$ cat src/verilog/gfx_dpram.sv
/*
 * Simple dual port RAM, one write and one registered read port
 * The stored word is given as a type parameter
 */
module gfx_dpram #(
    parameter type payload_t = logic [7:0],
    parameter int  depth     = 256
) (
    input  logic                     clk,
    input  logic                     we,
    input  logic [$clog2(depth)-1:0] waddr,
    input  payload_t                 wdata,
    input  logic [$clog2(depth)-1:0] raddr,
    output payload_t                 rdata
);

    payload_t mem [depth];

    always_ff @(posedge clk) begin
        if (we) begin
            mem[waddr] <= wdata;
        end
        // One cycle of read latency
        rdata <= mem[raddr];
    end

endmodule

$ cat config.mk
export PLATFORM = sky130hd
export DESIGN_NAME = gfx_dpram
export DESIGN_NICKNAME = d
export VERILOG_FILES = /design/src/verilog/gfx_dpram.sv
export SDC_FILE = /design/constraint.sdc
export NUM_CORES = 2
export LEC_CHECK = 0
export CORE_MARGIN = 2
export CORE_UTILIZATION = 25
export CTS_CLUSTER_SIZE = 24
export DETAILED_ROUTE_END_ITERATION = 12
export DONT_BUFFER_PORTS = 1
export SLEW_MARGIN = 5
export SYNTH_ARGS = -nofsm -noshare
export SYNTH_HDL_FRONTEND = slang
export SYNTH_SLANG_ARGS = --single-unit
$ cat constraint.sdc
create_clock -name clk -period 2.7 [get_ports clk]
set_input_delay 0.675 -clock clk [delete_from_list [all_inputs] [get_ports clk]]
set_output_delay 0.675 -clock clk [all_outputs]
set_load 0.01 [all_outputs]
After elaboration in Yosys (flattened, before gate mapping). Memory sizes are Yosys's and may differ from the RTL's. A register that Yosys moved wholly into a read port is not among the register bits. Cells that the tools add are included.

Multiplexer cells: 2.

Operator list (number): 1-bit two-way mux (2).

Register bits after elaboration: 0. RAM bits: 2048. Output and inout port bits: 8. Memories kept: 1. Logic and storage cells: 3. Input bits: 26.

Memories: mem (words 256, bits a word 8, rd ports 1, clocked after Yosys merged registers in 1, write ports 1, line 17) `payload_t mem [depth];`.

Longest topological paths before layout.
Depth in word-level cells: 2. Gate-level depth with buffers: 11. Gate-level depth less buffers: 6.

Least setup slack after synthesis. OpenSTA, ideal clock, no wires.

Path kind: input -> register. Start: input raddr[0]. End: register rdata[2] (netlist name) (read register of mem). Buffers on the path: 4. Data arrival time: 2.482 ns. Setup slack: 0.087 ns. Stages on the path: 9. Required time: 2.569 ns. Setup time: 0.131 ns. Cells stage by stage: buf_6 > buf_12 > buf_8 > buf_2 > mux4_2 > a22oi_1 > a21oi_1 > nor4_1 > nor4_2.

RTL lines: start, declared (line 13) `input logic [$clog2(depth)-1:0] raddr,`; end, declared (line 14) `output payload_t rdata`.

==> impl_metrics.toml <==
[status]
run_status = "finished, violations left"
failed_checks = "negative setup slack"

[route]
drc = 0
antenna_nets_post_route = 0
detailedRoute.firstIterationViolations = 4764
drt_wl_total_mm = 205
routed_wire_length_per_instance_um = 23.9
vias_per_cell = 4.63
detailroute.via_count = 39800
detail_route.first_pass.iterations = 5

[die]
core-area_sq_um = 317000
dieArea_sq_um = 323000
row_count = 207
floorplan.initialDensity_pct = 25.1
fp.dieW_um = 568
total_i_o_pin_count = 34
dieHeight_um = 568

[critical_path]
endpoint_kind = "flip-flop"
max_stage_delay_ns = 0.87
worst_r2r_startpoint = "mem[83][3]"
worst_path_cell_chain = "or3b_2 > buf_4 > o221ai_1 > a21oi_1 > a21oi_1 > buf_4 > nor4_4 > buf_4 > nor4_2"
dominant_delay_contributor_by_cell_family_on_the_critical_path = "simple AND/OR/NAND/NOR gates"
cp_max_fo = 446
cp-start-kind = "primary input"
setup.worst_path.class = "primary input to flip-flop"
setup.reg_to_reg.worst_slack_ns = 0.16
ff2ff_path_depth = 8
crit_slowest_cell = "or3b_2"
worst_r2r_endpoint = "rdata[3]"
worst-endpoint-arrival_ns = 3.69
critical_path_buf_inv_count = 3
cell_seen_most_often_among_critical_path_stages = "buf_4"
crit_required_ns = 3.43

[timing]
unrepaired_setup_endpoints_after_global_routing = "no"
fmaxAchievable_ghz = 0.338
fin_worst_skew_ns = 0.0493
finalCriticalPeriod_ns = 2.96
timing.final.hold_violations = 0
min_setup_slack_post_route_ns = -0.258
worstMarginPinSlew_ns = 1.46
timing.max_slew.rel_slack_pct = 2.87
timing.final.crit_share_pct = 110
timing_max_transition_violations_final = 0
setup_viol_count_final = 5

[pwr]
comb_power_share_pct = 3.9
switching_power_w = 0.0132
netSwitchingFraction_pct = 20.5
p_int_w = 0.0514
power_frac_clock_pct = 41.5
power.ir.vdd_worst_mv = 0.500
total_leakage_power_nw = 29.2
seq_power_share_pct = 54.6
power.density_cell_area_nw_per_um2 = 687

[min_path]
hp-start = "wdata[4]"
hold-path-endpoint = "mem[81][4]"
hold_path.class = "primary input to flip-flop"
whs_path_depth = 0

[clocking]
cts_buffers = 199
clock_latency_ns = 0.84
clock-root-buffer = "clkbuf_16"
cts.htree.levels = 4
clockBufferDepth = 3
clk_pin_slew_ns = 0.06
clkSinkCount = 2056
cts_tree = "yes"

[synth]
ys_seq_elements = 2056
synth_cell_types = 55
edff_count_synth = 2048
yosysTopAreaCell = "edfxtp_1"
synth_fp_nets = 3759
synth_area_sq_um = 79600
synth_ff_type = "edfxtp_1"
yosysSeqAreaShare_pct = 77.5
mean_instance_size_in_the_synthesized_netlist_sq_um = 21.3
async_reset_ff_share_pct = 0
yosys.area.top_type_share_pct = 77.3
synth_area_leaders = "edfxtp_1, mux4_2, mux2i_1"
postSynthCellCount = 3733
yosysWarnings = 0

[final_layout]
layout_common_cells = "edfxtp_1, buf_4, mux4_2"
area_delta_synth_final_pct = 18.3
final_nets = 4259
stdcell_area_sq_um = 94100
drive_gt1_share_pct = 29.0
final.fill_count = 30500
post_layout_nonfiller_instances = 8581
layout.cells.most_common = "edfxtp_1"

[placed_design]
placed_cell_area_sq_um = 87400
numPlacedInstances = 8196
detailed_placement_hpwl_mm = 116
gp_congestion = 0.810
port-buffer-count = 0
placement.setup.worst_slack_ns = -1.27

[global_route]
remaining_overflow_grt = 0
grt_max_degree = 579
grt_pass1_wl_mm = 293
antenna_found_initial = 6
grt_util_all_layers_pct = 12.3
grt_pass1_vias = 40200

[run]
drv_cap = 0
flip-flops by register name, indices dropped and copies added (netlist names):
| signal | count |
|---|---|
| mem | 2048 |
| rdata | 8 |
stage by stage:
step / TNS, ns / hold WS (ns) / power (W) / util, %
detailed placement: -8.36 / 0.812 / 0.0381 / 27.6
CTS: 0 / 0.00234 / 0.0648 / 29.5
global route: 0 / 0.0203 / 0.0665 / 29.7
floorplan: 0 / 0.770 / 0.0376 / -
global placement: -8.82 / 0.821 / 0.0381 / 27.6
finish: -0.411 / 0.0880 / 0.0646 / 29.7
how the worst max path moves through the flow:
stage / slack (ns) / from / to / depth (start not counted)
final: -0.26 / raddr[1] / rdata[6] / 9
after global routing: 0.005 / raddr[0] / rdata[3] / 9
after CTS: 0.002 / raddr[0] / rdata[6] / 7
after detailed placement: -1.27 / raddr[0] / rdata[0] / 6
after global placement: -1.34 / raddr[0] / rdata[0] / 6
after floorplan: 0.09 / raddr[0] / rdata[2] / 9
synthesized netlist by cell type (all sizes together), types with 10 or more instances:
| cell | instances |
|---|---|
| a21oi | 96 |
| nand3 | 34 |
| nand4 | 10 |
| mux2i | 134 |
| nor2 | 282 |
| nor3 | 22 |
| mux4 | 456 |
| nor4 | 27 |
| a22oi | 133 |
| nand2 | 33 |
| a211oi | 16 |
| o211ai | 10 |
| o221ai | 47 |
| buf | 122 |
| clkbuf | 111 |
| o21ai | 12 |
| edfxtp | 2048 |
| a221oi | 14 |
| nor2b | 31 |
| o22ai | 28 |
layer usage:
layer  GRT usage [%]  share of wire, %
met2            20.1                49
met1            16.5                41
met4            3.58               2.7
met5               0                 0
met3            2.39               7.5
what timing repair did:
action,in CTS,in global routing
endpoints found under the hold margin,132,12
endpoints found under the setup margin,4,8
resized for setup,4,7
gates cloned,0,7
hold buffers,4,1
setup buffers,0,0
cell type report:
type	instances	area (sq um)	area share [%]
clock buffer	258	5310	5.64
sequential	2056	61700	65.5
tap	4180	5230	5.56
inverter	2	7.51	0.00798
clock inverter	106	920	0.977
multi-input combinational	1442	16600	17.6
timing repair buffer	532	4420	4.70
antenna	5	12.5	0.0133
power by group through the flow:
stage | logic (W) | registers [W] | clock network, W
floorplan | 0.00171 | 0.0359 | 0
global placement | 0.00215 | 0.0360 | 0
detailed placement | 0.00214 | 0.0360 | 0
CTS | 0.00220 | 0.0353 | 0.0273
global route | 0.00263 | 0.0353 | 0.0285
finish | 0.00251 | 0.0353 | 0.0268
logic make-up (layout without fill, tap and decap cells):
kind of cell           after synthesis  in the layout  share of synthesized area, %
other                                0              5                             0
DFF                               2056           2056                          77.5
buffers and inverters              235            898                          1.83
and+or+nand+nor                    466            466                          2.63
AOI/OAI and AO/OA                  385            385                          3.42
muxes                              591            591                          14.6
No activity file was read; power rests on OpenSTA's default activity.
