[config.mk]
export PLATFORM = sky130hd
export DESIGN_NAME = gfx_regs
export DESIGN_NICKNAME = d
export VERILOG_FILES = /design/src/verilog/gfx_pkg.sv /design/src/verilog/gfx_regs.sv
export SDC_FILE = /design/constraint.sdc
export NUM_CORES = 1
export LEC_CHECK = 0
export BUFFER_PORTS_ARGS = -buffer_cell sky130_fd_sc_hd__buf_2
export CORE_UTILIZATION = 37
export DETAILED_ROUTE_END_ITERATION = 12
export PLACE_DENSITY = 0.65
export SYNTH_ARGS = -nofsm -noshare
export SYNTH_HDL_FRONTEND = slang
export SYNTH_SLANG_ARGS = --single-unit
[constraint.sdc]
create_clock -name clk -period 4.48 [get_ports clk]
set_clock_uncertainty 0.15 [all_clocks]
set_input_delay 0 -clock clk [delete_from_list [all_inputs] [get_ports clk]]
set_output_delay 0 -clock clk [all_outputs]
set_load 0.1 [all_outputs]
[src/verilog/gfx_pkg.sv]
/*
 * Tilemap video controller shared definitions
 * Sizes, register map and the structs passed between the
 * register block, fetchers, ROM arbiter and mixer
 */
package gfx_pkg;

    // Screen and tile geometry
    localparam int tiles_per_row = 16;
    localparam int screen_w      = 128;
    localparam int pix_w         = 4;

    // Memory sizes
    localparam int vram_depth = 256;
    localparam int lb_depth   = 256;
    localparam int rom_aw     = 11;

    // APB bus widths
    localparam int apb_aw = 10;
    localparam int apb_dw = 16;

    // Register map
    localparam int reg_count   = 8;
    localparam int reg_hscroll = 0;
    localparam int reg_vscroll = 1;
    localparam int reg_ctrl    = 2;
    localparam int reg_irq_ack = 3;

    // Control register with irq_en in bit 0
    typedef struct packed {
        logic [1:0] pal_bank;
        logic       scr_en;
        logic       chr_en;
        logic       irq_en;
    } ctrl_t;

    // Attr low nibble is xored into every pixel of the tile
    typedef struct packed {
        logic [7:0] code;
        logic [7:0] attr;
    } vram_entry_t;

    typedef struct packed {
        logic [pix_w-1:0] index;
    } line_pix_t;

    // Address is the tile code followed by the tile row
    typedef struct packed {
        logic [rom_aw-1:0] addr;
        logic              valid;
    } rom_req_t;

    typedef struct packed {
        logic [1:0]       pal_bank;
        logic             layer;
        logic [pix_w-1:0] index;
    } pxl_t;

endpackage

[src/verilog/gfx_regs.sv]
/*
 * APB register block for the tilemap controller
 * Holds the configuration registers, drives the VRAM write
 * port and keeps the vertical blank interrupt
 */
module gfx_regs (
    input  logic                        clk,
    input  logic                        rst,
    input  logic                        psel,
    input  logic                        penable,
    input  logic                        pwrite,
    input  logic [gfx_pkg::apb_aw-1:0]  paddr,
    input  logic [gfx_pkg::apb_dw-1:0]  pwdata,
    output logic [gfx_pkg::apb_dw-1:0]  prdata,
    output logic                        pready,
    input  logic                        vblank,
    output logic                        irq,
    output logic [7:0]                  hscroll,
    output logic [7:0]                  vscroll,
    output gfx_pkg::ctrl_t              ctrl,
    output logic                        vram_we_chr,
    output logic                        vram_we_scr,
    output logic [7:0]                  vram_waddr,
    output gfx_pkg::vram_entry_t        vram_wdata
);

    logic [gfx_pkg::apb_dw-1:0] regs [gfx_pkg::reg_count];
    logic wr;
    logic reg_sel;
    logic ack_wr;
    logic vblank_q;

    // Every transfer finishes in its access phase
    assign pready  = 1'b1;
    assign wr      = psel & penable & pwrite;
    assign reg_sel = ~paddr[9];
    assign ack_wr  = wr & reg_sel & (paddr[2:0] == 3'(gfx_pkg::reg_irq_ack));

    always_ff @(posedge clk, posedge rst) begin
        if (rst) begin
            for (int i = 0; i < gfx_pkg::reg_count; i++) begin
                regs[i] <= '0;
            end
        end else if (wr && reg_sel) begin
            regs[paddr[2:0]] <= pwdata;
        end
    end

    // VRAM is write-only from the CPU side
    assign prdata = reg_sel ? regs[paddr[2:0]] : '0;

    assign hscroll = regs[gfx_pkg::reg_hscroll][7:0];
    assign vscroll = regs[gfx_pkg::reg_vscroll][7:0];
    assign ctrl    = gfx_pkg::ctrl_t'(regs[gfx_pkg::reg_ctrl][$bits(gfx_pkg::ctrl_t)-1:0]);

    // Bit 8 picks the layer and is set for scroll
    assign vram_we_chr = wr & paddr[9] & ~paddr[8];
    assign vram_we_scr = wr & paddr[9] & paddr[8];
    assign vram_waddr  = paddr[7:0];
    assign vram_wdata  = gfx_pkg::vram_entry_t'(pwdata);

    // A new vblank edge wins over a simultaneous acknowledge
    always_ff @(posedge clk, posedge rst) begin
        if (rst) begin
            vblank_q <= 1'b0;
            irq      <= 1'b0;
        end else begin
            vblank_q <= vblank;
            if (vblank && !vblank_q && ctrl.irq_en) begin
                irq <= 1'b1;
            end else if (ack_wr) begin
                irq <= 1'b0;
            end
        end
    end

endmodule

Word-level counts from Yosys, hierarchy flattened
Cells that the tools add are included.
{ "word_totals": {"romBits": 0, "output_inout_bits": 65, "register_bits": 130, "latch_bits": 0, "inputBits": 32, "elab_cells": 38, "ram_bits": 0, "memories": 0} }
{ "classes": {"add_sub_neg": 0, "n_eq_ne": 1, "bitwise_logic": 10, "n_lt_le_gt_ge": 2, "shift": 0, "n_mul": 0, "mux": 9, "n_div": 0, "reduce_logical": 6} }
{ "op_table": {"columns": ["cell", "n"], "rows": [
  ["$bwmux 128", 1],
  ["$mux 16", 4],
  ["$bmux 16 s3", 1],
  ["$demux 16 s3", 1],
  ["$and 1x1->1", 7],
  ["$ge 4x4->1 const B", 1],
  ["$logic_and 1x1->1", 4],
  ["$lt 4x1->1 const B", 1],
  ["$not 3->4", 1],
  ["$eq 3x2->1 const B", 1],
  ["$mux 1", 2],
  ["$not 1->1", 2],
  ["$reduce_bool 2->1", 1],
  ["$logic_not 1->1", 1]
]} }

Longest topological paths before layout
{ "logic_depth": {"ltp_word": 6, "depth_mapped": 6, "ltp_nobuf": 3} }

Worst setup path after synthesis
Ideal clock, no wire load.
{ "synth_path": {"path_kind": "input port to output port", "from": "in paddr[0] (netlist bit)", "to": "out prdata[13] (netlist bit)", "arrival_ps": 2360, "t_required_ps": 4330, "cell_stages": 6, "setup_slack_ps": 1970, "n_path_buf": 3, "path_cell_list": "buf_4 > buf_4 > buf_2 > mux2_2 > a22oi_1 > a21oi_1"} }
{ "synth_between": {"elab_chain_len": 5} }
{ "synth_lines": {"columns": ["element", "line", "source"], "rows": [
  ["start: declaration", "gfx_regs.sv:12", "input logic [gfx_pkg::apb_aw-1:0] paddr,"],
  ["$not 3->4 (implied by the code)", "gfx_regs.sv:50", "assign prdata = reg_sel ? regs[paddr[2:0]] : '0;"],
  ["$bmux 16 s3", "gfx_regs.sv:50", null],
  ["$mux 16 (implied by the code) (2 in a row)", "gfx_regs.sv:50", null],
  ["$mux 16", "gfx_regs.sv:50", null],
  ["end: declaration", "gfx_regs.sv:14", "output logic [gfx_pkg::apb_dw-1:0] prdata,"]
]} }
Every way passes these cells. The select of a mux whose other input is x is not followed.

Worst setup path in the final report
{ "layout_path": {"from": "in paddr[2] (netlist bit)", "to": "reg regs[19] (netlist bit)"} }
{ "layout_between": {"elab_chain_len": 6, "word_cells_on_any_way": 7, "cone_classes": "order compare: 2; mux: 3; bitwise: 1; reduce/logical: 1"} }
{ "layout_lines": {"columns": ["element", "line", "source"], "rows": [
  ["$not 3->4 (implied by the code) (*)", "gfx_regs.sv:45", "regs[paddr[2:0]] <= pwdata;"],
  ["$ge 4x4->1 (implied by the code) / $lt 4x1->1 (equally long branches)", "gfx_regs.sv:45", null],
  ["$logic_and 1x1->1 (implied by the code)", "gfx_regs.sv:45", null],
  ["$mux 16 (implied by the code)", "gfx_regs.sv:45", null],
  ["$demux 16 s3 (*)", "gfx_regs.sv:45", null],
  ["$bwmux 128 (*)", "gfx_regs.sv:45", null],
  ["end signal: indexed assignment", "gfx_regs.sv:45", null],
  ["end: declaration", "gfx_regs.sv:27", "logic [gfx_pkg::apb_dw-1:0] regs [gfx_pkg::reg_count];"]
]} }
Every way passes the cells marked *; elsewhere a longest branch is shown, timed or not.
A chain may end at the register's enable or synchronous reset.

==> qor.yml <==
worst_hold_path:
  min_from: "vblank"
  hold_class: "in -> reg"
synthesis:
  syn_inst: 464
  synth-seq-cells: 130
  ys_seq_area_frac: 0.500
  synth.distinct_cells: 24
  syn-cell-area_mm2: 0.00651
  syn_avg_cell_area_um2: 14.0
  ys_warn_count: 0
  synth_fp_nets: 496
detailed_routing:
  drcViolationCount: 0
  firstDrtPassIters: 4
  avgViaCountPerCell: 5.17
  num_vias: 3924
  wl_per_cell_um: 18.9
  ant_nets: 0
  wl_um: 14400
  drt-initial-drc-count: 172
critical_path:
  cp-end-kind: "register"
  path_cells: "buf_2 -> and2_1 -> nor3b_4 -> mux2_2"
  crit_start: "paddr[2]"
  cp-start-kind: "input pin"
  critPathMaxFanout: 18
  arrival_ps: 2440
  crit_slowest_cell: "nor3b_4"
  worstPathRequired_ps: 4630
  path_delay_family: "simple AND/OR/NAND/NOR gates"
  r2r_start: "hscroll[6]$_DFFE_PP0P_"
  worst-path-buf-inv: 1
  criticalPathCategory: "in -> reg"
  cp_slowest_stage_delay_ps: 1020
power:
  power_uw: 3580
  ir_worst_vdd_uv: 263
  p_per_area_mw_per_mm2: 475
  power.leakage_uw: 0.00363
clock_tree:
  insertion_delay_ps: 420
  cts_tree: "done"
  cts_buffers: 17
  cts_max_path_buffers: 2
  clk_pin_slew_worst_paths_ps: 50
  htree_levels: 4
  cts_resized: 0
  cts.sinks: 130
  clock-root-buffer: "clkbuf_16"
timing:
  timing.fmax_ghz: 0.436
  period_share: 0.512
  finalMaxSlewViolations: 0
  relSlewSlack: 0.263
  setup_viol: 0
  hold_viol_final: 0
  period_minus_slack_ps: 2290
  rsz0062_at_grt: "no"
  tightestPinTransition_ps: 1110
  fin_tns_setup_ps: 0
cells_and_area:
  syn2layout_area_growth_pct: 15.5
  n_antenna_cell: 0
  drive_above_1_share: 0.596
  final_nets: 555
placed_design:
  routabilityCongestion: 0.745
  dp_hpwl_um: 8840
  portBuffers: 85
run_status:
  status: "completed"
grt:
  grt_use_total: 0.169
  antenna_found_initial: 0
  grt-ovfl-total: 0
  grt_max_degree: 74
  grt_pass1_vias: 4288
  grt_pass1_wl_um: 23100
flow_run:
  max-cap-violations: 0
floorplan:
  core_mm2: 0.0172
  initial_core_util: 0.378
  fp.dieW_um: 135
  io_pins: 97
  rows: 48
  fp.dieH_um: 135
  die-area_mm2: 0.0181
metal layers:
metal  wire length [um]  global-route usage  up-vias
met5                  0                   0        -
li1                   -                   -     1766
met2               7140               0.282       89
met4                193              0.0630        0
met3                548              0.0375       16
met1               6480               0.214     2053
through the flow:
stage	utilization	worst slack, ps	instance area (um^2)	hold slack, ps	instances
6_report	0.437	2190	7520	82.9	759
5_1_grt	0.437	2060	7520	91.1	759
4_1_cts	0.437	2110	7520	79.0	759
3_5_place_dp	0.390	1700	6720	-149	705
3_3_place_gp	0.390	1690	6720	-149	705
2_1_floorplan	-	861	6510	-119	464
timing repair:
action                                 CTS  global route
buffers inserted                         0             0
hold buffers                            24             0
endpoints found under the hold margin  206             0
kinds of logic (layout without fill, tap and decap cells):
kind of cell,Yosys count,after routing,share of synthesized area
AO/OA/AOI/OAI,49,49,0.0507
buffers and inverters,75,145,0.0836
flip-flops,130,130,0.500
multiplexers,192,192,0.332
other,1,1,0.000576
AND/OR/NAND/NOR,17,17,0.0336
final cells by class:
cell class / instances / area, um^2
multi-input cells: 259 / 2720
clock inverters: 5 / 50.0
flip-flops and latches: 130 / 3250
well taps: 225 / 282
repair buffers: 112 / 691
fillers: 1521 / 9710
clock buffers: 25 / 515
inverters: 3 / 13.8
power breakdown:
part / total [uW] / internal [uW] / switching (uW)
Sequential: 1410 / 1330 / 81.5
Combinational: 844 / 259 / 585
Clock: 1320 / 840 / 477
Total: 3580 / 2430 / 1140
cells in the mapped netlist (all sizes together):
library cell,number,share of area
and4b,1,0.0015
a22oi,32,0.037
dfrtp,130,0.50
a21oi,16,0.012
mux2,192,0.33
nand3,4,0.011
and2b,1,0.0012
inv,3,0.0017
buf,66,0.078
nand4b,1,0.0036
nor2,3,0.0017
conb,1,0.00058
clkbuf,6,0.0040
nor3b,3,0.0086
nor4,1,0.0033
nor2b,1,0.00096
and2,1,0.00096
nand4,1,0.00096
a32o,1,0.0015
flip-flops by register name, summed over array words and instances, names as in the netlist:
name,flops
ctrl,5
hscroll,8
irq,1
regs,107
vblank_q,1
vscroll,8
final timing paths:
check / endpoint / slack, ps / depth (start not counted)
worst min-delay path: vblank_q$_DFF_PP0_ / 80 / 2
worst max register to register: hscroll[6]$_DFFE_PP0P_ / 3530 / 1
max in group asynchronous: hscroll[7]$_DFFE_PP0P_ / 2540 / 5
worst max-delay path: regs[19]$_DFFE_PP0P_ / 2190 / 4
worst min register to register: regs[49]$_DFFE_PP0P_ / 350 / 1
min in group asynchronous: regs[106]$_DFFE_PP0P_ / 540 / 4
cells in the final DEF (no fill, tap or decap):
| cell | synthesis | final |
|---|---|---|
| nor2_2 | 0 | 1 |
| clkbuf_1 | 5 | 2 |
| mux2_2 | 190 | 190 |
| and4b_1 | 1 | 1 |
| nand4b_4 | 1 | 1 |
| nor2b_2 | 0 | 1 |
| and2_1 | 1 | 1 |
| mux2_1 | 2 | 2 |
| dfrtp_1 | 130 | 130 |
| a21oi_1 | 16 | 16 |
| nor2_1 | 3 | 2 |
| inv_4 | 0 | 1 |
| buf_2 | 6 | 84 |
| conb_1 | 1 | 1 |
| and2b_1 | 1 | 1 |
| clkbuf_8 | 0 | 6 |
| clkbuf_16 | 0 | 17 |
| inv_1 | 3 | 2 |
| buf_4 | 51 | 4 |
| bufinv_16 | 0 | 1 |
| nand4_1 | 1 | 1 |
| a22oi_1 | 32 | 32 |
| a32o_1 | 1 | 1 |
| nor3b_4 | 3 | 3 |
| nand3_4 | 4 | 4 |
| nor4_4 | 1 | 1 |
| clkinv_2 | 0 | 4 |
| dlygate4sd3_1 | 0 | 24 |
No activity file was read; power rests on OpenSTA's default activity.
