`config.mk`:
```
export PLATFORM = sky130hd
export DESIGN_NAME = gfx_tile_fetch
export DESIGN_NICKNAME = d
export VERILOG_FILES = /design/src/verilog/gfx_pkg.sv /design/src/verilog/gfx_tile_fetch.sv
export SDC_FILE = /design/constraint.sdc
export NUM_CORES = 1
export LEC_CHECK = 0
export BUFFER_PORTS_ARGS = -buffer_cell sky130_fd_sc_hd__clkbuf_2
export CORE_MARGIN = 2
export CORE_UTILIZATION = 41
export CTS_CLUSTER_SIZE = 25
export DETAILED_ROUTE_END_ITERATION = 10
export GPL_TIMING_DRIVEN = 0
export PLACE_DENSITY_LB_ADDON = 0.05
export SETUP_SLACK_MARGIN = 0.1
export SYNTH_ARGS = -nofsm -noshare
export SYNTH_HDL_FRONTEND = slang
export SYNTH_SLANG_ARGS = --single-unit
export TNS_END_PERCENT = 10
```
`constraint.sdc`:
```
create_clock -name clk -period 3.3 [get_ports clk]
set_clock_uncertainty 0.1 [all_clocks]
set_input_delay 0.495 -clock clk [delete_from_list [all_inputs] [get_ports clk]]
set_output_delay 0.495 -clock clk [all_outputs]
set_load 0.1 [all_outputs]
```
`src/verilog/gfx_pkg.sv`:
```
/*
 * Tilemap video controller shared definitions
 * Sizes, register map and the structs passed between the
 * register block, fetchers, ROM arbiter and mixer
 */
package gfx_pkg;

    // Screen and tile geometry
    localparam int tiles_per_row = 16;
    localparam int screen_w      = 128;
    localparam int pix_w         = 4;

    // Memory sizes
    localparam int vram_depth = 256;
    localparam int lb_depth   = 256;
    localparam int rom_aw     = 11;

    // APB bus widths
    localparam int apb_aw = 10;
    localparam int apb_dw = 16;

    // Register map
    localparam int reg_count   = 8;
    localparam int reg_hscroll = 0;
    localparam int reg_vscroll = 1;
    localparam int reg_ctrl    = 2;
    localparam int reg_irq_ack = 3;

    // Control register with irq_en in bit 0
    typedef struct packed {
        logic [1:0] pal_bank;
        logic       scr_en;
        logic       chr_en;
        logic       irq_en;
    } ctrl_t;

    // Attr low nibble is xored into every pixel of the tile
    typedef struct packed {
        logic [7:0] code;
        logic [7:0] attr;
    } vram_entry_t;

    typedef struct packed {
        logic [pix_w-1:0] index;
    } line_pix_t;

    // Address is the tile code followed by the tile row
    typedef struct packed {
        logic [rom_aw-1:0] addr;
        logic              valid;
    } rom_req_t;

    typedef struct packed {
        logic [1:0]       pal_bank;
        logic             layer;
        logic [pix_w-1:0] index;
    } pxl_t;

endpackage

```
`src/verilog/gfx_tile_fetch.sv`:
```
/*
 * Line renderer for one tilemap layer
 * Walks the tiles of the current row, fetches one ROM word per
 * tile and writes eight pixels of it into the line buffer
 */
module gfx_tile_fetch #(
    parameter bit scrolled = 1'b0
) (
    input  logic                 clk,
    input  logic                 rst,
    input  logic                 line_start,
    input  logic [6:0]           vrender,
    input  logic [7:0]           hscroll,
    input  logic [7:0]           vscroll,
    output logic [7:0]           vram_raddr,
    input  gfx_pkg::vram_entry_t vram_rdata,
    output gfx_pkg::rom_req_t    rom_req,
    input  logic                 rom_ack,
    input  logic [31:0]          rom_data,
    output logic                 lb_we,
    output logic [7:0]           lb_addr,
    output gfx_pkg::line_pix_t   lb_wdata,
    output logic                 done
);

    // One extra tile covers the fine scroll offset
    localparam int last_tile = scrolled ? gfx_pkg::tiles_per_row : gfx_pkg::tiles_per_row - 1;

    typedef enum logic [2:0] {s_idle, s_ram, s_req, s_wr, s_done} state_t;

    state_t      state;
    logic [6:0]  ypos;
    logic [3:0]  col0;
    logic [2:0]  fine;
    logic [4:0]  tile;
    logic [2:0]  k;
    logic        wr_half;
    logic [31:0] pix;
    logic [3:0]  pal_xor;
    logic [8:0]  xs;

    assign vram_raddr    = {ypos[6:3], col0 + tile[3:0]};
    assign rom_req.addr  = {vram_rdata.code, ypos[2:0]};
    assign rom_req.valid = (state == s_req);

    // Screen position of the pixel being written goes negative when shifted out
    assign xs = {1'b0, tile, k} - {6'd0, fine};

    assign lb_we          = (state == s_wr) && !xs[8] && (xs[7:0] < gfx_pkg::screen_w);
    assign lb_addr        = {wr_half, xs[6:0]};
    assign lb_wdata.index = pix[gfx_pkg::pix_w-1:0] ^ pal_xor;
    assign done           = (state == s_done);

    always_ff @(posedge clk, posedge rst) begin
        if (rst) begin
            state   <= s_idle;
            wr_half <= 1'b0;
            tile    <= '0;
            k       <= '0;
            ypos    <= '0;
            col0    <= '0;
            fine    <= '0;
        end else if (line_start) begin
            state   <= s_ram;
            wr_half <= ~wr_half;
            tile    <= '0;
            k       <= '0;
            ypos    <= vrender + (scrolled ? vscroll[6:0] : 7'd0);
            col0    <= scrolled ? hscroll[6:3] : 4'd0;
            fine    <= scrolled ? hscroll[2:0] : 3'd0;
        end else begin
            case (state)
                s_ram: state <= s_req;
                s_req: begin
                    if (rom_ack) begin
                        state <= s_wr;
                    end
                end
                s_wr: begin
                    k <= k + 3'd1;
                    if (k == 3'd7) begin
                        if (tile == last_tile) begin
                            state <= s_done;
                        end else begin
                            tile  <= tile + 5'd1;
                            state <= s_ram;
                        end
                    end
                end
                default: ;
            endcase
        end
    end

    // Pixel 0 sits in the low nibble of the ROM word
    always_ff @(posedge clk) begin
        if (state == s_req && rom_ack) begin
            pix     <= rom_data;
            pal_xor <= vram_rdata.attr[3:0];
        end else if (state == s_wr) begin
            pix <= pix >> gfx_pkg::pix_w;
        end
    end

endmodule

```
== Word level (Yosys, flattened, before mapping) ==
Cells that the tools add are included.

* Bits in registers: 55
* Bits in latches: 0
* RAM bits: 0
* Memory bits (read-only): 0
* Bits of input ports: 75
* Output and inout bits: 34
* Word-level logic and storage cells: 42
* Memories: 0

* Add/sub/neg operators: 2
* Multipliers: 0
* Divide/modulo/power cells: 0
* Order comparisons: 1
* Eq/ne operators: 9
* Shift-type cells: 0
* Mux-type cells: 13
* Bitwise operators: 2
* Reduce and logical (&&, ||, !) cells: 8

{| class="wikitable"
|+ Operator list
! kind !! count
|-
| 32-bit two-way mux || 2
|-
| 5-bit two-way mux || 4
|-
| 3-bit two-way mux || 6
|-
| 3-bit case mux with 3 select lines || 1
|-
| 8-bit less-than comparator (second input constant) || 1
|-
| 3-bit by 2-bit equality test with 1-bit output (second input constant) || 2
|-
| 3-bit equality test (second input constant) || 2
|-
| 3-bit AND reduction || 2
|-
| 2-bit nonzero test || 3
|-
| 5-bit by 1-bit adder with 5-bit output (second input constant) || 1
|-
| 5-bit by 4-bit equality test with 1-bit output (second input constant) || 1
|-
| 4-bit nonzero test || 1
|-
| 4-bit XOR || 1
|-
| 3-bit by 1-bit adder with 3-bit output (second input constant) || 1
|-
| 3-bit by 1-bit equality test with 1-bit output (second input constant) || 1
|-
| 3-bit by 2-bit inequality test with 1-bit output (second input constant) || 1
|-
| 3-bit inequality test (second input constant) || 1
|-
| 1-bit logical AND || 2
|-
| 2-bit inequality test (second input constant) || 1
|-
| 1-bit NOT || 1
|}

== Depth between registers and ports, before layout ==
* Depth in word-level cells: 5
* Gate-level depth with buffers: 7
* Depth with buffers taken out: 6

== Worst setup path before layout ==
OpenSTA, ideal clock, no wires.

* Path type: register -> output
* From: register state[0]
* To: output port rom_req[0] (netlist bit)
* Arrival time: 2687 ps
* Required time: 2705 ps
* Path slack: 18 ps
* Cell stages (with the launch flop): 3
* Buffers on the path: 1
* Cell sequence: dfrtp_1 buf_6 nor3b_1

{| class="wikitable"
|+ RTL lines
! item !! RTL line !! source
|-
| from (decl) || gfx_tile_fetch.sv:31 || <nowiki>state_t state;</nowiki>
|-
| from (signal assigned) || gfx_tile_fetch.sv:56 || <nowiki>state <= s_idle;</nowiki>
|-
| from (signal assigned) || gfx_tile_fetch.sv:64 || <nowiki>state <= s_ram;</nowiki>
|-
| from (signal assigned) || gfx_tile_fetch.sv:73 || <nowiki>s_ram: state <= s_req;</nowiki>
|-
| to (decl) || gfx_tile_fetch.sv:17 || <nowiki>output gfx_pkg::rom_req_t rom_req,</nowiki>
|}

== Final worst setup path ==
* From: register state[2]
* To: output port lb_we

* Longest elaborated chain between the ends: 2

{| class="wikitable"
|+ RTL lines
! item !! RTL line !! source
|-
| 3-bit by 2-bit equality test with 1-bit output || gfx_tile_fetch.sv:49 || <nowiki>assign lb_we = (state == s_wr) && !xs[8] && (xs[7:0] < gfx_pkg::screen_w);</nowiki>
|-
| 1-bit logical AND || gfx_tile_fetch.sv:49 ||
|-
| to (decl) || gfx_tile_fetch.sv:20 || <nowiki>output logic lb_we,</nowiki>
|}

Every way passes these cells.

==> metrics <==
CTS Sinks 55; total global-route track usage 13.0%; r2r endpoint pix[22]$_DFFE_PP_; worst slack, placed 0.975 ns; crit path capture lb_we; power density cells 509 nW/um2; Worst-path clk slew 0.09 ns; Setup Viol. Count Final 0; Static Leak 1.51 nW; TritonCTS Buffers 5; Post-CTS Setup Bufs 0; wire per inst 13.2 um; die area 7150 um2; Critical Path Sink Type primary output; final worst slack 1.00 ns; FILL cells 590; clock root cell clkbuf_8; IO Port Bufs 80; combinational power share 26.7%; Worst EP required 2.70 ns; Synth cell types 33; end-of-flow core utilization 51.5%; sequential power share 50.3%; cts repair resizes 0; register area 1560 um2; switch share 32.9%; # rows 29; Slew @ Worst Pin 0.774 ns; Clock Latency Late Sink 0.30 ns; Worst Hold Class in2async; worst endpoint data arrival time 1.70 ns; Bufs on Longest Clock Path 2; M1 WL 1930 um; Die H 84.5 um; global placer's final weighted congestion 0.682; Final Hold Vio Count 0; post-synthesis sequential area ratio 58.5%; met3 WL 337 um; Peak VDD IR 0.277 mV; post-route minimum period 2.30 ns; Area Growth Syn to Fin 22.4%; synthesized area per cell 15.4 um2; I/O pin total 109; Core ar. 6310 um2; share of layout cells above drive strength 1 57.1%; Final nets 339; Yosys reg bits 55; CP Launch Point state[2]$_DFFE_PP0P_; mapped cell area 2660 um2; outcome finished clean; vias in the first global route 1571; final total power 1.66 mW; final WL 4470 um; Synth area leaders edfxtp_1 (41%), dfrtp_1 (18%), mux2_4 (13%); H-tree depth 2; Psw 546 uW; DR WL met2 2170 um; via count 1572; Initial Utilization 42.1%; Vias/cell 4.65; CTS tree yes; number of detailed-route iterations in the first pass 4; GRT overflow 0; Cell Int Power 1.11 mW; DR iter-0 viols 31; DRC 0; Ant. Diodes 0; area taken by multi-input logic gates 872 um2; clock group share of total power 23.0%; max_slew headroom 48.4%; CP Class reg2out; setup tns final 0 ns; HPWL after DPL 3220 um; period utilisation layout 69.7%; worst-path maximum fanout 7; Slew Limit Fails 0; # hold bufs at CTS 0; setup slack, reg-to-reg 1.01 ns; die span in x 84.5 um; share of the synthesized area in the top cell type 40.7%; Mapped Cells 173; synth warn 0; RSZ-0062 raised after global routing false; dominant cell type by area after synthesis edfxtp_1; cell count of the worst reg-to-reg path 5; first-pass GRT wire length 7380 um; largest net degree at the start of global routing 33; number of antenna violations at the first check in global routing 0; post-synth net total 252; Worst Setup Start Kind register; antenna viol nets, final 0; RR Startpoint state[0]$_DFFE_PP0P_; max-cap viol count 0; f_max 435 MHz; max layer used met4
critical path: stages, from the launching register on:
cell      delay (ns)
dfrtp_1         0.44
nand3b_2        0.35
nor2_1          0.15
clkbuf_2        0.47
cells in the mapped netlist (all sizes together):
cell    number
nand3        1
o31ai        1
a21boi       1
buf         23
nand4b       1
ha           4
and3         1
dfrtp       19
nand2b       2
nand4        1
or3          3
or2          1
edfxtp      36
o21ai        4
clkbuf       3
nand3b       2
nor2         6
inv          4
a21oi        6
a211oi       1
and2         4
and4bb       1
nor3b        1
or4          1
mux2        35
mux2i        3
nand2        1
nor3         1
xor2         6
kinds of logic after synthesis:
| kind of cell | share of synthesized area (%) |
|---|---|
| DFF | 58.5 |
| muxes | 19.2 |
| buffers and inverters | 8.85 |
| and+or+nand+nor | 6.82 |
| AOI/OAI and AO/OA | 2.73 |
| xor gates and xnor gates | 1.98 |
| adders and majority gates | 1.88 |
per-stage QoR:
step                hold WS, ns  cell area, um2  cells
floorplan                 0.343            2660    173
global placement          0.362            3160    330
detailed placement        0.361            3160    330
CTS                       0.210            3250    338
global route              0.249            3250    338
finish                    0.190            3250    338
registers in the layout, indices dropped and copies added (netlist names):
register,flops
pal_xor,4
pix,32
state,3
tile,5
k,3
ypos,7
wr_half,1
worst min path at each step:
| stage | cells past startpoint | from | to | slack (ns) |
|---|---|---|---|---|
| 6_report | 2 | rst | ypos[1]$_DFFE_PP0P_ | 0.19 |
| 5_1_grt | 2 | rst | state[0]$_DFFE_PP0P_ | 0.25 |
| 4_1_cts | 2 | rst | state[0]$_DFFE_PP0P_ | 0.21 |
| 3_5_place_dp | 1 | wr_half$_DFFE_PP0P_ | wr_half$_DFFE_PP0P_ | 0.36 |
| 3_3_place_gp | 1 | wr_half$_DFFE_PP0P_ | wr_half$_DFFE_PP0P_ | 0.36 |
| 2_1_floorplan | 1 | wr_half$_DFFE_PP0P_ | wr_half$_DFFE_PP0P_ | 0.34 |
metal layers:
layer,vias to the layer above,track usage [%]
met1,735,15.9
met3,6,5.01
met2,53,21.7
met4,0,3.46
li1,778,-
met5,-,0
layout by cell type, fill, tap and decap left out, drive strengths merged:
| master | count |
|---|---|
| and4bb | 1 |
| and3 | 1 |
| xor2 | 6 |
| clkbuf | 89 |
| nand2b | 2 |
| or3 | 3 |
| or2 | 1 |
| nor3b | 1 |
| nand3 | 1 |
| and2 | 4 |
| clkinv | 1 |
| nor2 | 6 |
| nand2 | 1 |
| or4 | 1 |
| inv | 4 |
| nand4b | 1 |
| edfxtp | 36 |
| nor3 | 1 |
| dfrtp | 19 |
| nand3b | 2 |
| mux2i | 3 |
| mux2 | 35 |
| a21oi | 6 |
| o31ai | 1 |
| a21boi | 1 |
| nand4 | 1 |
| clkinvlp | 1 |
| o21ai | 4 |
| a211oi | 1 |
| buf | 23 |
| ha | 4 |
final cells by class:
class                      count  area share, %
clock buffer                   6           2.54
inverter                       4          0.461
multi-input combinational     88           26.8
sequential                    55           47.8
timing repair buffer          80           12.3
tap                           77           2.96
clock inverter                 2          0.346
buffer                        26           6.77
power by group through the flow:
stage	clock (mW)	sequential (mW)	combinational [mW]
3_3_place_gp	0	0.849	0.445
4_1_cts	0.403	0.835	0.449
3_5_place_dp	0	0.850	0.448
6_report	0.381	0.834	0.443
2_1_floorplan	0	0.927	0.288
5_1_grt	0.426	0.842	0.466
Power figures use the tool's default switching activity.
