$ cat src/verilog/gfx_pkg.sv
/*
 * Tilemap video controller shared definitions
 * Sizes, register map and the structs passed between the
 * register block, fetchers, ROM arbiter and mixer
 */
package gfx_pkg;

    // Screen and tile geometry
    localparam int tiles_per_row = 16;
    localparam int screen_w      = 128;
    localparam int pix_w         = 4;

    // Memory sizes
    localparam int vram_depth = 256;
    localparam int lb_depth   = 256;
    localparam int rom_aw     = 11;

    // APB bus widths
    localparam int apb_aw = 10;
    localparam int apb_dw = 16;

    // Register map
    localparam int reg_count   = 8;
    localparam int reg_hscroll = 0;
    localparam int reg_vscroll = 1;
    localparam int reg_ctrl    = 2;
    localparam int reg_irq_ack = 3;

    // Control register with irq_en in bit 0
    typedef struct packed {
        logic [1:0] pal_bank;
        logic       scr_en;
        logic       chr_en;
        logic       irq_en;
    } ctrl_t;

    // Attr low nibble is xored into every pixel of the tile
    typedef struct packed {
        logic [7:0] code;
        logic [7:0] attr;
    } vram_entry_t;

    typedef struct packed {
        logic [pix_w-1:0] index;
    } line_pix_t;

    // Address is the tile code followed by the tile row
    typedef struct packed {
        logic [rom_aw-1:0] addr;
        logic              valid;
    } rom_req_t;

    typedef struct packed {
        logic [1:0]       pal_bank;
        logic             layer;
        logic [pix_w-1:0] index;
    } pxl_t;

endpackage

$ cat src/verilog/gfx_mixer.sv
/*
 * Layer mixer
 * Reads both line buffers at the pixel position, picks the
 * char layer unless it is transparent and adds the palette bank
 */
module gfx_mixer (
    input  logic               clk,
    input  logic               rst,
    input  logic               pix_en,
    input  logic [6:0]         hdump,
    input  logic               line_half,
    input  gfx_pkg::ctrl_t     ctrl,
    input  gfx_pkg::line_pix_t chr_rdata,
    input  gfx_pkg::line_pix_t scr_rdata,
    output logic [7:0]         lb_raddr,
    output gfx_pkg::pxl_t      pxl_out,
    output logic               pxl_valid
);

    logic          en_q;
    gfx_pkg::pxl_t pick;

    assign lb_raddr = {line_half, hdump};

    always_comb begin
        pick.pal_bank = ctrl.pal_bank;
        if (ctrl.chr_en && chr_rdata.index != '0) begin
            pick.layer = 1'b0;
            pick.index = chr_rdata.index;
        end else if (ctrl.scr_en) begin
            pick.layer = 1'b1;
            pick.index = scr_rdata.index;
        end else begin
            // Both layers off or char transparent with scroll off
            pick.layer = 1'b1;
            pick.index = '0;
        end
    end

    // First stage matches the line buffer read
    always_ff @(posedge clk, posedge rst) begin
        if (rst) begin
            en_q      <= 1'b0;
            pxl_valid <= 1'b0;
        end else begin
            en_q      <= pix_en;
            pxl_valid <= en_q;
        end
    end

    always_ff @(posedge clk) begin
        if (en_q) begin
            pxl_out <= pick;
        end
    end

endmodule

$ cat config.mk
export PLATFORM = sky130hd
export DESIGN_NAME = gfx_mixer
export DESIGN_NICKNAME = d
export VERILOG_FILES = /design/src/verilog/gfx_pkg.sv /design/src/verilog/gfx_mixer.sv
export SDC_FILE = /design/constraint.sdc
export NUM_CORES = 1
export LEC_CHECK = 0
export BUFFER_PORTS_ARGS = -buffer_cell sky130_fd_sc_hd__buf_4
export CAP_MARGIN = 25
export CORE_AREA = 3 3 40 42
export CTS_CLUSTER_SIZE = 30
export DETAILED_ROUTE_END_ITERATION = 6
export DIE_AREA = 0 0 43 45
export PLACE_DENSITY_LB_ADDON = 0.1
export SLEW_MARGIN = 5
export SYNTH_ARGS = -nofsm -noshare
export SYNTH_HDL_FRONTEND = slang
export SYNTH_SLANG_ARGS = --single-unit
$ cat constraint.sdc
create_clock -name clk -period 1.9 [get_ports clk]
set_input_delay 0.38 -clock clk [delete_from_list [all_inputs] [get_ports clk]]
set_output_delay 0.38 -clock clk [all_outputs]
set_load 0.02 [all_outputs]
Word level (Yosys, flattened, before mapping) --
Cells that the tools add are included.
Word-level totals: register bits after elaboration 9, bits in latches 0, memory bits (writable) 0, ROM bits 0, input bits 24, output and inout port bits 16, memories kept 0
Cells by class: $add $sub $neg 0, multiply operators 0, div/mod/pow operators 0, magnitude comparators 0, eq/ne operators 0, shift-type cells 0, muxes and demuxes 2, bitwise gates (word level) 0, reductions and logical operators 2
Operators by type and width (number):
- $mux 4 | 2
- $reduce_bool 4->1 | 1
- $logic_and 1x1->1 | 1

Depth between registers and ports, before layout --
Gate-level depths: netlist of run 1.
depth in word-level cells 3, mapped depth 2

Least setup slack after synthesis of run 1 --
No wires, ideal clock.
kind input port to flip-flop, start point input chr_rdata[2] in the netlist's numbering, end point register pxl_out[1] in the netlist's numbering (data pin), library setup time 133 ps, data arrival time 946 ps, required time 1767 ps, path slack 820 ps, stages 2, cells stage by stage o41ai_2 a32o_1
RTL lines:
- start, declared | RTL line gfx_mixer.sv:13 | input gfx_pkg::line_pix_t chr_rdata,
- end signal, assigned | RTL line gfx_mixer.sv:53 | pxl_out <= pick;
- end, declared | RTL line gfx_mixer.sv:16 | output gfx_pkg::pxl_t pxl_out,

Worst setup path after layout of run 1 --
start point register pxl_out[1] in the netlist's numbering, end point output pxl_out[1] in the netlist's numbering
No word-level cell between the ends.

==> results of run 1 <==
[stage by stage]
stage          power [mW]  instances  instance area [um^2]  setup slack [ns]
2_1_floorplan       0.282         25                   395             0.820
3_3_place_gp        0.301         54                   519             0.598
3_5_place_dp        0.303         54                   519             0.601
4_1_cts             0.453         59                   557             0.706
5_1_grt             0.467         59                   557             0.680
6_report            0.446         59                   557             0.721
[cell type report]
class                      instances  share of cell area
clock inverter                     1             0.00899
sequential                         9               0.467
clock buffer                       3              0.0404
timing repair buffer              23               0.315
tap                               15              0.0337
inverter                           1             0.00674
multi-input combinational          7               0.128
[synthesized netlist by cell type]
master / count / area [um^2]
a32o_1: 4 / 40.0
buf_4: 8 / 60.1
dfrtp_1: 2 / 50.1
edfxtp_1: 7 / 210
inv_1: 1 / 3.75
o31ai_1: 2 / 15.0
o41ai_2: 1 / 16.3
[layer usage]
metal / vias to the layer above / part of all wire / global-route usage
met1: 139 / 0.30 / 0.0955
met4: 0 / 0.063 / 0.114
met3: 16 / 0.13 / 0.0398
li1: 129 / - / -
met5: - / 0 / 0
met2: 30 / 0.50 / 0.141
[cells in the final DEF (no fill, tap or decap)]
| cell type | synthesis | final |
|---|---|---|
| dfrtp_1 | 2 | 2 |
| dlygate4sd3_1 | 0 | 1 |
| buf_4 | 8 | 22 |
| clkinv_2 | 0 | 1 |
| edfxtp_1 | 7 | 7 |
| o41ai_2 | 1 | 1 |
| clkbuf_4 | 0 | 3 |
| o31ai_1 | 2 | 2 |
| a32o_1 | 4 | 4 |
| inv_1 | 1 | 1 |
[registers in the layout (all words and copies together), names as in the netlist]
signal and count:
pxl_valid 1, en_q 1, pxl_out 7
[report_power, final]
part	leakage (nW)	internal [mW]	total [mW]	switching (mW)
clock	0.0177	0.0776	0.145	0.0675
sequential	0.0935	0.226	0.231	0.00509
combinational	0.133	0.0384	0.0704	0.0320
total	0.244	0.342	0.446	0.105
[worst paths after layout]
path | start | cells after the start | to | slack (ns)
min reg2reg | en_q$_DFF_PP0_ | 0 | pxl_valid$_DFF_PP0_ | 0.56
max in group asynchronous | rst | 3 | en_q$_DFF_PP0_ | 1.26
max reg2reg | en_q$_DFF_PP0_ | 0 | pxl_out[3]$_DFFE_PP_ | 1.08
min | pix_en | 1 | en_q$_DFF_PP0_ | 0.23
max | pxl_out[1]$_DFFE_PP_ | 1 | pxl_out[1] | 0.72
min in group asynchronous | rst | 3 | pxl_valid$_DFF_PP0_ | 0.53
[kinds of logic after synthesis]
kind of cell,after synthesis,share of synthesized area
compound gates,7,0.180
buf+inv,9,0.161
flops,9,0.658
==> summary.md, run 1 <==
| Metric | Value |
|---|---|
| Final net count | `69` |
| GRT Total Usage | `0.0963` |
| Library cells used by synthesis | `7` |
| Fmax | `848 MHz` |
| Io pins | `40` |
| WL final | `871 um` |
| Pwr Density | `802 mW/mm^2` |
| Ant diodes | `0` |
| Max_cap viols | `0` |
| Post-CTS Setup Bufs | `0` |
| PortBufs | `22` |
| Critical path type | `register to output port` |
| CP bufs+invs | `1` |
| Syn Std Cell Area | `395 um^2` |
| Clk Latency, worst-skew pair | `0.26 ns` |
| Clock sink count | `9` |
| Worst Path Max Fanout | `1` |
| First-pass GRT wire length | `1300 um` |
| Area growth syn-to-layout | `40.8%` |
| Share of layout cells above drive strength 1 | `0.614` |
| Final Util | `0.433` |
| Mapped Cells | `25` |
| RSZ-0062 raised after global routing | `no` |
| Row count | `13` |
| Pleak | `0.244 nW` |
| Post-cts sizing count | `0` |
| Die Area | `0.00194 mm^2` |
| Count of pins over their slew limit | `0` |
| Register area share after synthesis | `0.658` |
| Post-DP HPWL | `681 um` |
| Clock root cell | `clkbuf_4` |
| Worst Clk Skew | `0.00499 ns` |
| Clk buf depth | `2` |
| Arrival time at the worst endpoint | `0.80 ns` |
| Final hold slack | `0.226 ns` |
| Number of remaining DRC errors | `0` |
| Avg Cell Area, Syn | `15.8 um^2` |
| Number of global-route vias before repair | `296` |
| Clock transition at path regs | `0.06 ns` |
| Crit-path leading delay family | `flip-flops` |
| 1st-iter DRT viols | `10` |
| Post-layout min period | `1.18 ns` |
| Area taken by multi-input logic gates | `71.3 um^2` |
| Die height | `45 um` |
| Largest net degree at the start of global routing | `9` |
| Post-DR wirelength/cell | `14.8 um` |
| Final hold vios | `0` |
| Peak supply drop | `307 uV` |
| Die W | `43 um` |
| Critical path's largest stage delay | `0.37 ns` |
| Relative slew margins | `0.742` |
| Antenna violations before repair | `0` |
| Pre-Repair DR Iteration Count | `4` |
| Crit-path slowest cell | `edfxtp_1` |
| Register area | `260 um^2` |
| Outcome | `complete, no violations` |
| Critical Path, Cell by Cell | `buf_4` |
| Cts bufs inserted | `3` |
| Via Count | `314` |
| Final ANT Viol Nets | `0` |
| #FFs+latches synth | `9` |
| Fillers | `133` |
| Starting density of the core | `0.308` |
| Hold Buf Count CTS | `1` |
| CP Launch Type | `register` |
| Placeable Area | `0.00128 mm^2` |
| Final setup violation count | `0` |
| Critical Path RT | `1.52 ns` |
| CP endpoint kind | `output port` |
| Total congestion overflow | `0` |
| Final Cycle Share | `0.620` |
| Syn nets | `49` |
| TritonCTS clock tree | `done` |
| Synth warn | `0` |
| Routability Congestion | `0.761` |
| Post-route setup TNS | `0 ns` |
| H-tree depth | `1` |
| Hold Path Class | `input port to register` |
| Via density | `5.32` |
| Worst Tran Pin Value | `0.383 ns` |
Power figures use the tool's default switching activity.
==> inputs of run 2 (changes only) <==
--- a/config.mk
+++ b/config.mk
@@ -5,12 +5,13 @@
 export SDC_FILE = /design/constraint.sdc
 export NUM_CORES = 1
 export LEC_CHECK = 0
+export ABC_AREA = 1
 export BUFFER_PORTS_ARGS = -buffer_cell sky130_fd_sc_hd__buf_4
 export CAP_MARGIN = 25
-export CORE_AREA = 3 3 40 42
+export CORE_MARGIN = 3
+export CORE_UTILIZATION = 31
 export CTS_CLUSTER_SIZE = 30
 export DETAILED_ROUTE_END_ITERATION = 6
-export DIE_AREA = 0 0 43 45
 export PLACE_DENSITY_LB_ADDON = 0.1
 export SLEW_MARGIN = 5
 export SYNTH_ARGS = -nofsm -noshare
==> constraint.sdc (replaced) <==
create_clock -name clk -period 1.2 [get_ports clk]
set_input_delay 0.24 -clock clk [delete_from_list [all_inputs] [get_ports clk]]
set_output_delay 0.24 -clock clk [all_outputs]
set_load 0.02 [all_outputs]
==> run 2 against run 1 <==
Synthesized area rose by 5.7%. Die area fell by 5.7%. Final area rose by 3.6%. Count of clock-buffer cells in the layout rose by 1. Critical path depth did not move. Final cell count rose by 27%. Sequential power rose by 58%. Global-route usage fell by 0.67 points. Synthesized cell count rose by 68%. Non-clock buffer count did not move. Hold slack got worse by 0.13 ns.
==> summary.md, run 2 <==
| Metric | Value |
|---|---|
| Critical Path, Cell by Cell | `buf_4` |
| Post-cts sizing count | `0` |
| Final Cycle Share | `0.853` |
| Syn Std Cell Area | `418 um^2` |
| Clock root cell | `clkbuf_4` |
| Number of remaining DRC errors | `0` |
| Max_cap viols | `0` |
| Clock sink count | `9` |
| Pre-Repair DR Iteration Count | `1` |
| Post-DP HPWL | `602 um` |
| Worst Tran Pin Value | `0.289 ns` |
| Post-layout min period | `1.02 ns` |
| Share of the synthesized area in the top cell type | `0.503` |
| Peak supply drop | `354 uV` |
| Synth area leader | `edfxtp_1` |
| Starting density of the core | `0.352` |
| CP endpoint kind | `output port` |
| Final setup violation count | `0` |
| Critical path's largest stage delay | `0.37 ns` |
| Number of global-route vias before repair | `297` |
| Placeable Area | `0.00119 mm^2` |
| Pleak | `0.307 nW` |
| R2R Setup Slk | `0.38 ns` |
| Most frequent cells in the layout | `22 x buf_4, 16 x nand2_1, 7 x edfxtp_1` |
| Max reg flops | `7` |
| Count of pins over their slew limit | `0` |
| Hold Path Class | `input port to register` |
| Critical path type | `register to output port` |
| Crit-path slowest cell | `edfxtp_1` |
| RSZ-0062 raised after global routing | `no` |
| 1st-iter DRT viols | `0` |
| Avg Cell Area, Syn | `9.95 um^2` |
| Global Route met1 Usage | `0.101` |
| Die Area | `0.00182 mm^2` |
| Die W | `42.7 um` |
| Library cells used by synthesis | `8` |
| Ant diodes | `0` |
| Syn nets | `66` |
| Outcome | `complete, no violations` |
| Worst-case reg-to-reg path depth | `0` |
| Hold Buf Count CTS | `1` |
| Fmax | `976 MHz` |
| Via density | `4.12` |
| Post-route setup TNS | `0 ns` |
| Reg with most FFs | `pxl_out` |
| Row count | `12` |
| #FFs+latches synth | `9` |
| Post-DR wirelength/cell | `9.36 um` |
| Dpl ws | `0.296 ns` |
| M2 GR Usage | `0.0958` |
| Hold path endpoint | `en_q$_DFF_PP0_` |
| Synth top cells by count | `16 x nand2_1, 8 x buf_4, 7 x edfxtp_1` |
| First-pass GRT wire length | `1150 um` |
| Commonest non-fill, non-tap cell in the layout | `buf_4` |
| Arrival time at the worst endpoint | `0.78 ns` |
| Design Power | `0.688 mW` |
| Largest cells by area after synthesis | `edfxtp_1 50%, buf_4 14%, nand2_1 14%, dfrtp_1 12%, inv_1 4.5%` |
| Synth warn | `0` |
| Reg-to-Reg End | `pxl_out[6]$_DFFE_PP_` |
| Crit-path leading delay family | `flip-flops` |
| Count leader, synth | `nand2_1` |
| CP bufs+invs | `1` |
| Pwr Density | `1190 mW/mm^2` |
| Io pins | `40` |
| Relative slew margins | `0.807` |
| Worst Clk Skew | `0.00325 ns` |
| Top Registers | `pxl_out (7), en_q (1), pxl_valid (1)` |
| Clock transition at path regs | `0.06 ns` |
| Final hold vios | `0` |
| HP Start | `pix_en` |
| Final net count | `86` |
| TritonCTS clock tree | `done` |
| R2r startpoint | `en_q$_DFF_PP0_` |
| GRT met3 Usage | `0.0297` |
| Worst Path Max Fanout | `1` |
| WL final | `702 um` |
| Largest net degree at the start of global routing | `9` |
| Layer with the highest usage | `met4` |
| H-tree depth | `1` |
| Via Count | `309` |
| Share of layout cells above drive strength 1 | `0.426` |
| Routability Congestion | `0.637` |
| Register area share after synthesis | `0.623` |
| Async SR Flop Fraction | `0.222` |
| Cts bufs inserted | `3` |
| Hold depth | `1` |
| Area growth syn-to-layout | `38.0%` |
| Die height | `42.7 um` |
| Clk Latency, worst-skew pair | `0.25 ns` |
| Mapped Cells | `42` |
| Antenna violations before repair | `0` |
| PnR worst setup slack | `0.176 ns` |
| Clk buf depth | `2` |
| Top_reg_cell synth | `edfxtp_1` |
| PortBufs | `22` |
| Total congestion overflow | `0` |
| Post-CTS Setup Bufs | `0` |
| Final ANT Viol Nets | `0` |
| GRT Total Usage | `0.0896` |
| Post-synth EDFFs | `7` |
| Critical Path RT | `0.96 ns` |
| Final Util | `0.486` |
| CP Launch Type | `register` |
==> run 2: changes by cell type after synthesis, sizes merged <==
| cell | delta |
|---|---|
| o41ai | -1 |
| inv | +4 |
| a32o | -4 |
| nand2 | +17 |
| nand3 | +1 |
| nor2 | +2 |
| o31ai | -2 |
==> run 2: final cells by class <==
type / instances / area (um^2)
clock buffers: 4 / 26.3
fillers: 128 / 609
inverters: 5 / 18.8
multi-input cells: 20 / 78.8
flip-flops and latches: 9 / 260
well taps: 14 / 17.5
repair buffers: 23 / 175
==> run 2: report_power, final <==
part	switching (mW)	internal, mW	total [mW]	leakage (nW)
Sequential	0.00823	0.358	0.366	0.0936
Combinational	0.0484	0.0580	0.106	0.198
Clock	0.0886	0.127	0.216	0.0150
==> run 2: per-layer routing <==
layer / share of wire / vias to the layer above
met3: 0.19 / 12
met5: 0 / -
met1: 0.38 / 116
met2: 0.35 / 22
met4: 0.080 / 0
li1: - / 159
==> run 2: how the worst max path moves through the flow <==
stage / startpoint / end / slack [ns] / cells past startpoint
after floorplan: en_q$_DFF_PP0_ / pxl_out[0]$_DFFE_PP_ / 0.43 / 0
after global placement: chr_rdata[1] / pxl_out[3]$_DFFE_PP_ / 0.29 / 5
after detailed placement: chr_rdata[2] / pxl_out[3]$_DFFE_PP_ / 0.30 / 5
after CTS: pxl_out[5]$_DFFE_PP_ / pxl_out[5] / 0.15 / 1
after global routing: pxl_out[5]$_DFFE_PP_ / pxl_out[5] / 0.13 / 1
final: pxl_out[5]$_DFFE_PP_ / pxl_out[5] / 0.18 / 1
==> run 2: kinds of logic (layout without fill, tap and decap cells) <==
group / after synthesis / count (layout) / synth area share
buf+inv: 13 / 32 / 0.189
flops: 9 / 9 / 0.623
simple gates: 20 / 20 / 0.189
==> run 2: through the flow <==
stage | hold slack, ns | std cells | instance area (um^2)
2_1_floorplan | -0.0188 | 42 | 418
3_3_place_gp | 0.0998 | 70 | 541
3_5_place_dp | 0.101 | 70 | 541
4_1_cts | 0.0881 | 75 | 577
5_1_grt | 0.0888 | 75 | 577
6_report | 0.0992 | 75 | 577
==> inputs of run 3 (changes only) <==
--- a/config.mk
+++ b/config.mk
@@ -8,10 +8,10 @@
 export ABC_AREA = 1
 export BUFFER_PORTS_ARGS = -buffer_cell sky130_fd_sc_hd__buf_4
 export CAP_MARGIN = 25
-export CORE_MARGIN = 3
-export CORE_UTILIZATION = 31
+export CORE_AREA = 3 3 40 42
 export CTS_CLUSTER_SIZE = 30
 export DETAILED_ROUTE_END_ITERATION = 6
+export DIE_AREA = 0 0 43 45
 export PLACE_DENSITY_LB_ADDON = 0.1
 export SLEW_MARGIN = 5
 export SYNTH_ARGS = -nofsm -noshare
==> run 3 against run 2 <==
Non-clock buffer count unchanged. Hold slack got worse by 0.0052 ns. Global-route usage is 0.67 points higher. Total power up 0.39%. Critical path type unchanged.
==> summary.md, run 3 (synthesis gave the netlist of run 2 again) <==
| Metric | Value |
|---|---|
| NetSw | `0.148 mW` |
| H-tree depth | `1` |
| Die height | `45 um` |
| Post-layout min period | `1.02 ns` |
| Top Registers | `pxl_out (7), en_q (1), pxl_valid (1)` |
| First-pass GRT wire length | `1170 um` |
| Share of layout cells above drive strength 1 | `0.426` |
| Crit-path slowest cell | `edfxtp_1` |
| Max_cap viols | `0` |
| Cell Int Power | `0.543 mW` |
| Area growth syn-to-layout | `38.3%` |
| R2R Setup Slk | `0.38 ns` |
| RSZ-0062 raised after global routing | `no` |
| Design Power | `0.691 mW` |
| Post-DR wirelength/cell | `9.50 um` |
| Worst Clk Skew | `0.00148 ns` |
| Via density | `4.16` |
| Die W | `43 um` |
| Max reg flops | `7` |
| Clock root cell | `clkbuf_4` |
| Io pins | `40` |
| GRT Total Usage | `0.0963` |
| Post-route setup TNS | `0 ns` |
| Dpl ws | `0.280 ns` |
| Critical Path RT | `0.96 ns` |
| Worst Tran Pin Value | `0.276 ns` |
| Worst Path Max Fanout | `1` |
| Count of pins over their slew limit | `0` |
| Critical path type | `register to output port` |
| Most frequent cells in the layout | `22 x buf_4, 16 x nand2_1, 7 x edfxtp_1` |
| Antenna violations before repair | `0` |
| Pwr Density | `1190 mW/mm^2` |
| WL final | `722 um` |
| Final Util | `0.450` |
| Critical Path, Cell by Cell | `buf_4` |
| Pre-Repair DR Iteration Count | `2` |
| Clk pwr share | `0.316` |
| PortBufs | `22` |
| Final ANT Viol Nets | `0` |
| Largest net degree at the start of global routing | `9` |
| Clk buf depth | `2` |
| Row count | `13` |
| Sw Share | `0.214` |
| Placeable Area | `0.00128 mm^2` |
| Routability Congestion | `0.624` |
| Final setup violation count | `0` |
| Via Count | `316` |
| Commonest non-fill, non-tap cell in the layout | `buf_4` |
| Post-cts sizing count | `0` |
| Final hold vios | `0` |
| Crit-path leading delay family | `flip-flops` |
| Number of global-route vias before repair | `291` |
| Hold Path Class | `input port to register` |
| Ant diodes | `0` |
| Outcome | `complete, no violations` |
| Clk Latency, worst-skew pair | `0.25 ns` |
| Arrival time at the worst endpoint | `0.78 ns` |
| Post-DP HPWL | `602 um` |
| Final Cycle Share | `0.849` |
| Die Area | `0.00194 mm^2` |
| Seq pwr share | `0.530` |
| Clock sink count | `9` |
| PnR worst setup slack | `0.181 ns` |
| Critical path's largest stage delay | `0.36 ns` |
| Fmax | `981 MHz` |
| Final net count | `86` |
| Clock transition at path regs | `0.05 ns` |
| Starting density of the core | `0.325` |
| 1st-iter DRT viols | `4` |
| Gate power share | `0.154` |
| Peak supply drop | `335 uV` |
| CP bufs+invs | `1` |
| TritonCTS clock tree | `done` |
| CP endpoint kind | `output port` |
| Pleak | `0.307 nW` |
| Number of remaining DRC errors | `0` |
| CP Launch Type | `register` |
| Total congestion overflow | `0` |
| Reg with most FFs | `pxl_out` |
| Cts bufs inserted | `3` |
| Relative slew margins | `0.816` |
## run 3: final timing paths
check | start | end | depth (start not counted)
hold / removal | pix_en | en_q$_DFF_PP0_ | 1
max in group asynchronous | rst | en_q$_DFF_PP0_ | 3
setup reg to reg | en_q$_DFF_PP0_ | pxl_out[1]$_DFFE_PP_ | 0
min in group asynchronous | rst | pxl_valid$_DFF_PP0_ | 3
setup / recovery | pxl_out[4]$_SDFFCE_PP0P_ | pxl_out[4] | 1
hold reg to reg | en_q$_DFF_PP0_ | pxl_valid$_DFF_PP0_ | 0
## run 3: power by group through the flow
stage | sequential [mW] | combinational, mW | clock (mW)
floorplan | 0.392 | 0.0592 | 0
detailed placement | 0.373 | 0.105 | 0
CTS | 0.367 | 0.108 | 0.231
global route | 0.368 | 0.117 | 0.254
finish | 0.366 | 0.106 | 0.219
global placement | 0.373 | 0.105 | 0
## run 3: layout make-up
cell class	instances	area, um^2
Clock buffer	4	26.3
Inverter	5	18.8
Fill cell	129	707
Sequential cell	9	260
Multi-Input combinational cell	20	78.8
Tap cell	15	18.8
Timing Repair Buffer	23	175
## run 3: per-stage QoR
| step | cells | hold WS, ns | area (um^2) |
|---|---|---|---|
| final | 76 | 0.0939 | 578 |
| after global placement | 71 | 0.101 | 542 |
| after detailed placement | 71 | 0.103 | 542 |
| after CTS | 76 | 0.0833 | 578 |
| after global routing | 76 | 0.0745 | 578 |
| after floorplan | 42 | -0.0188 | 418 |
## run 3: per-layer routing
metal,track usage,up-vias,share of wire,wire length (um)
li1,-,160,-,-
met1,0.0804,117,0.34,242
met2,0.120,25,0.39,278
met3,0.0319,14,0.16,114
met4,0.205,0,0.12,86
met5,0,-,0,0
## run 3: what timing repair did
action                                 CTS  global route
endpoints found under the hold margin    2             0
setup buffers                            0             0
hold buffers                             1             0
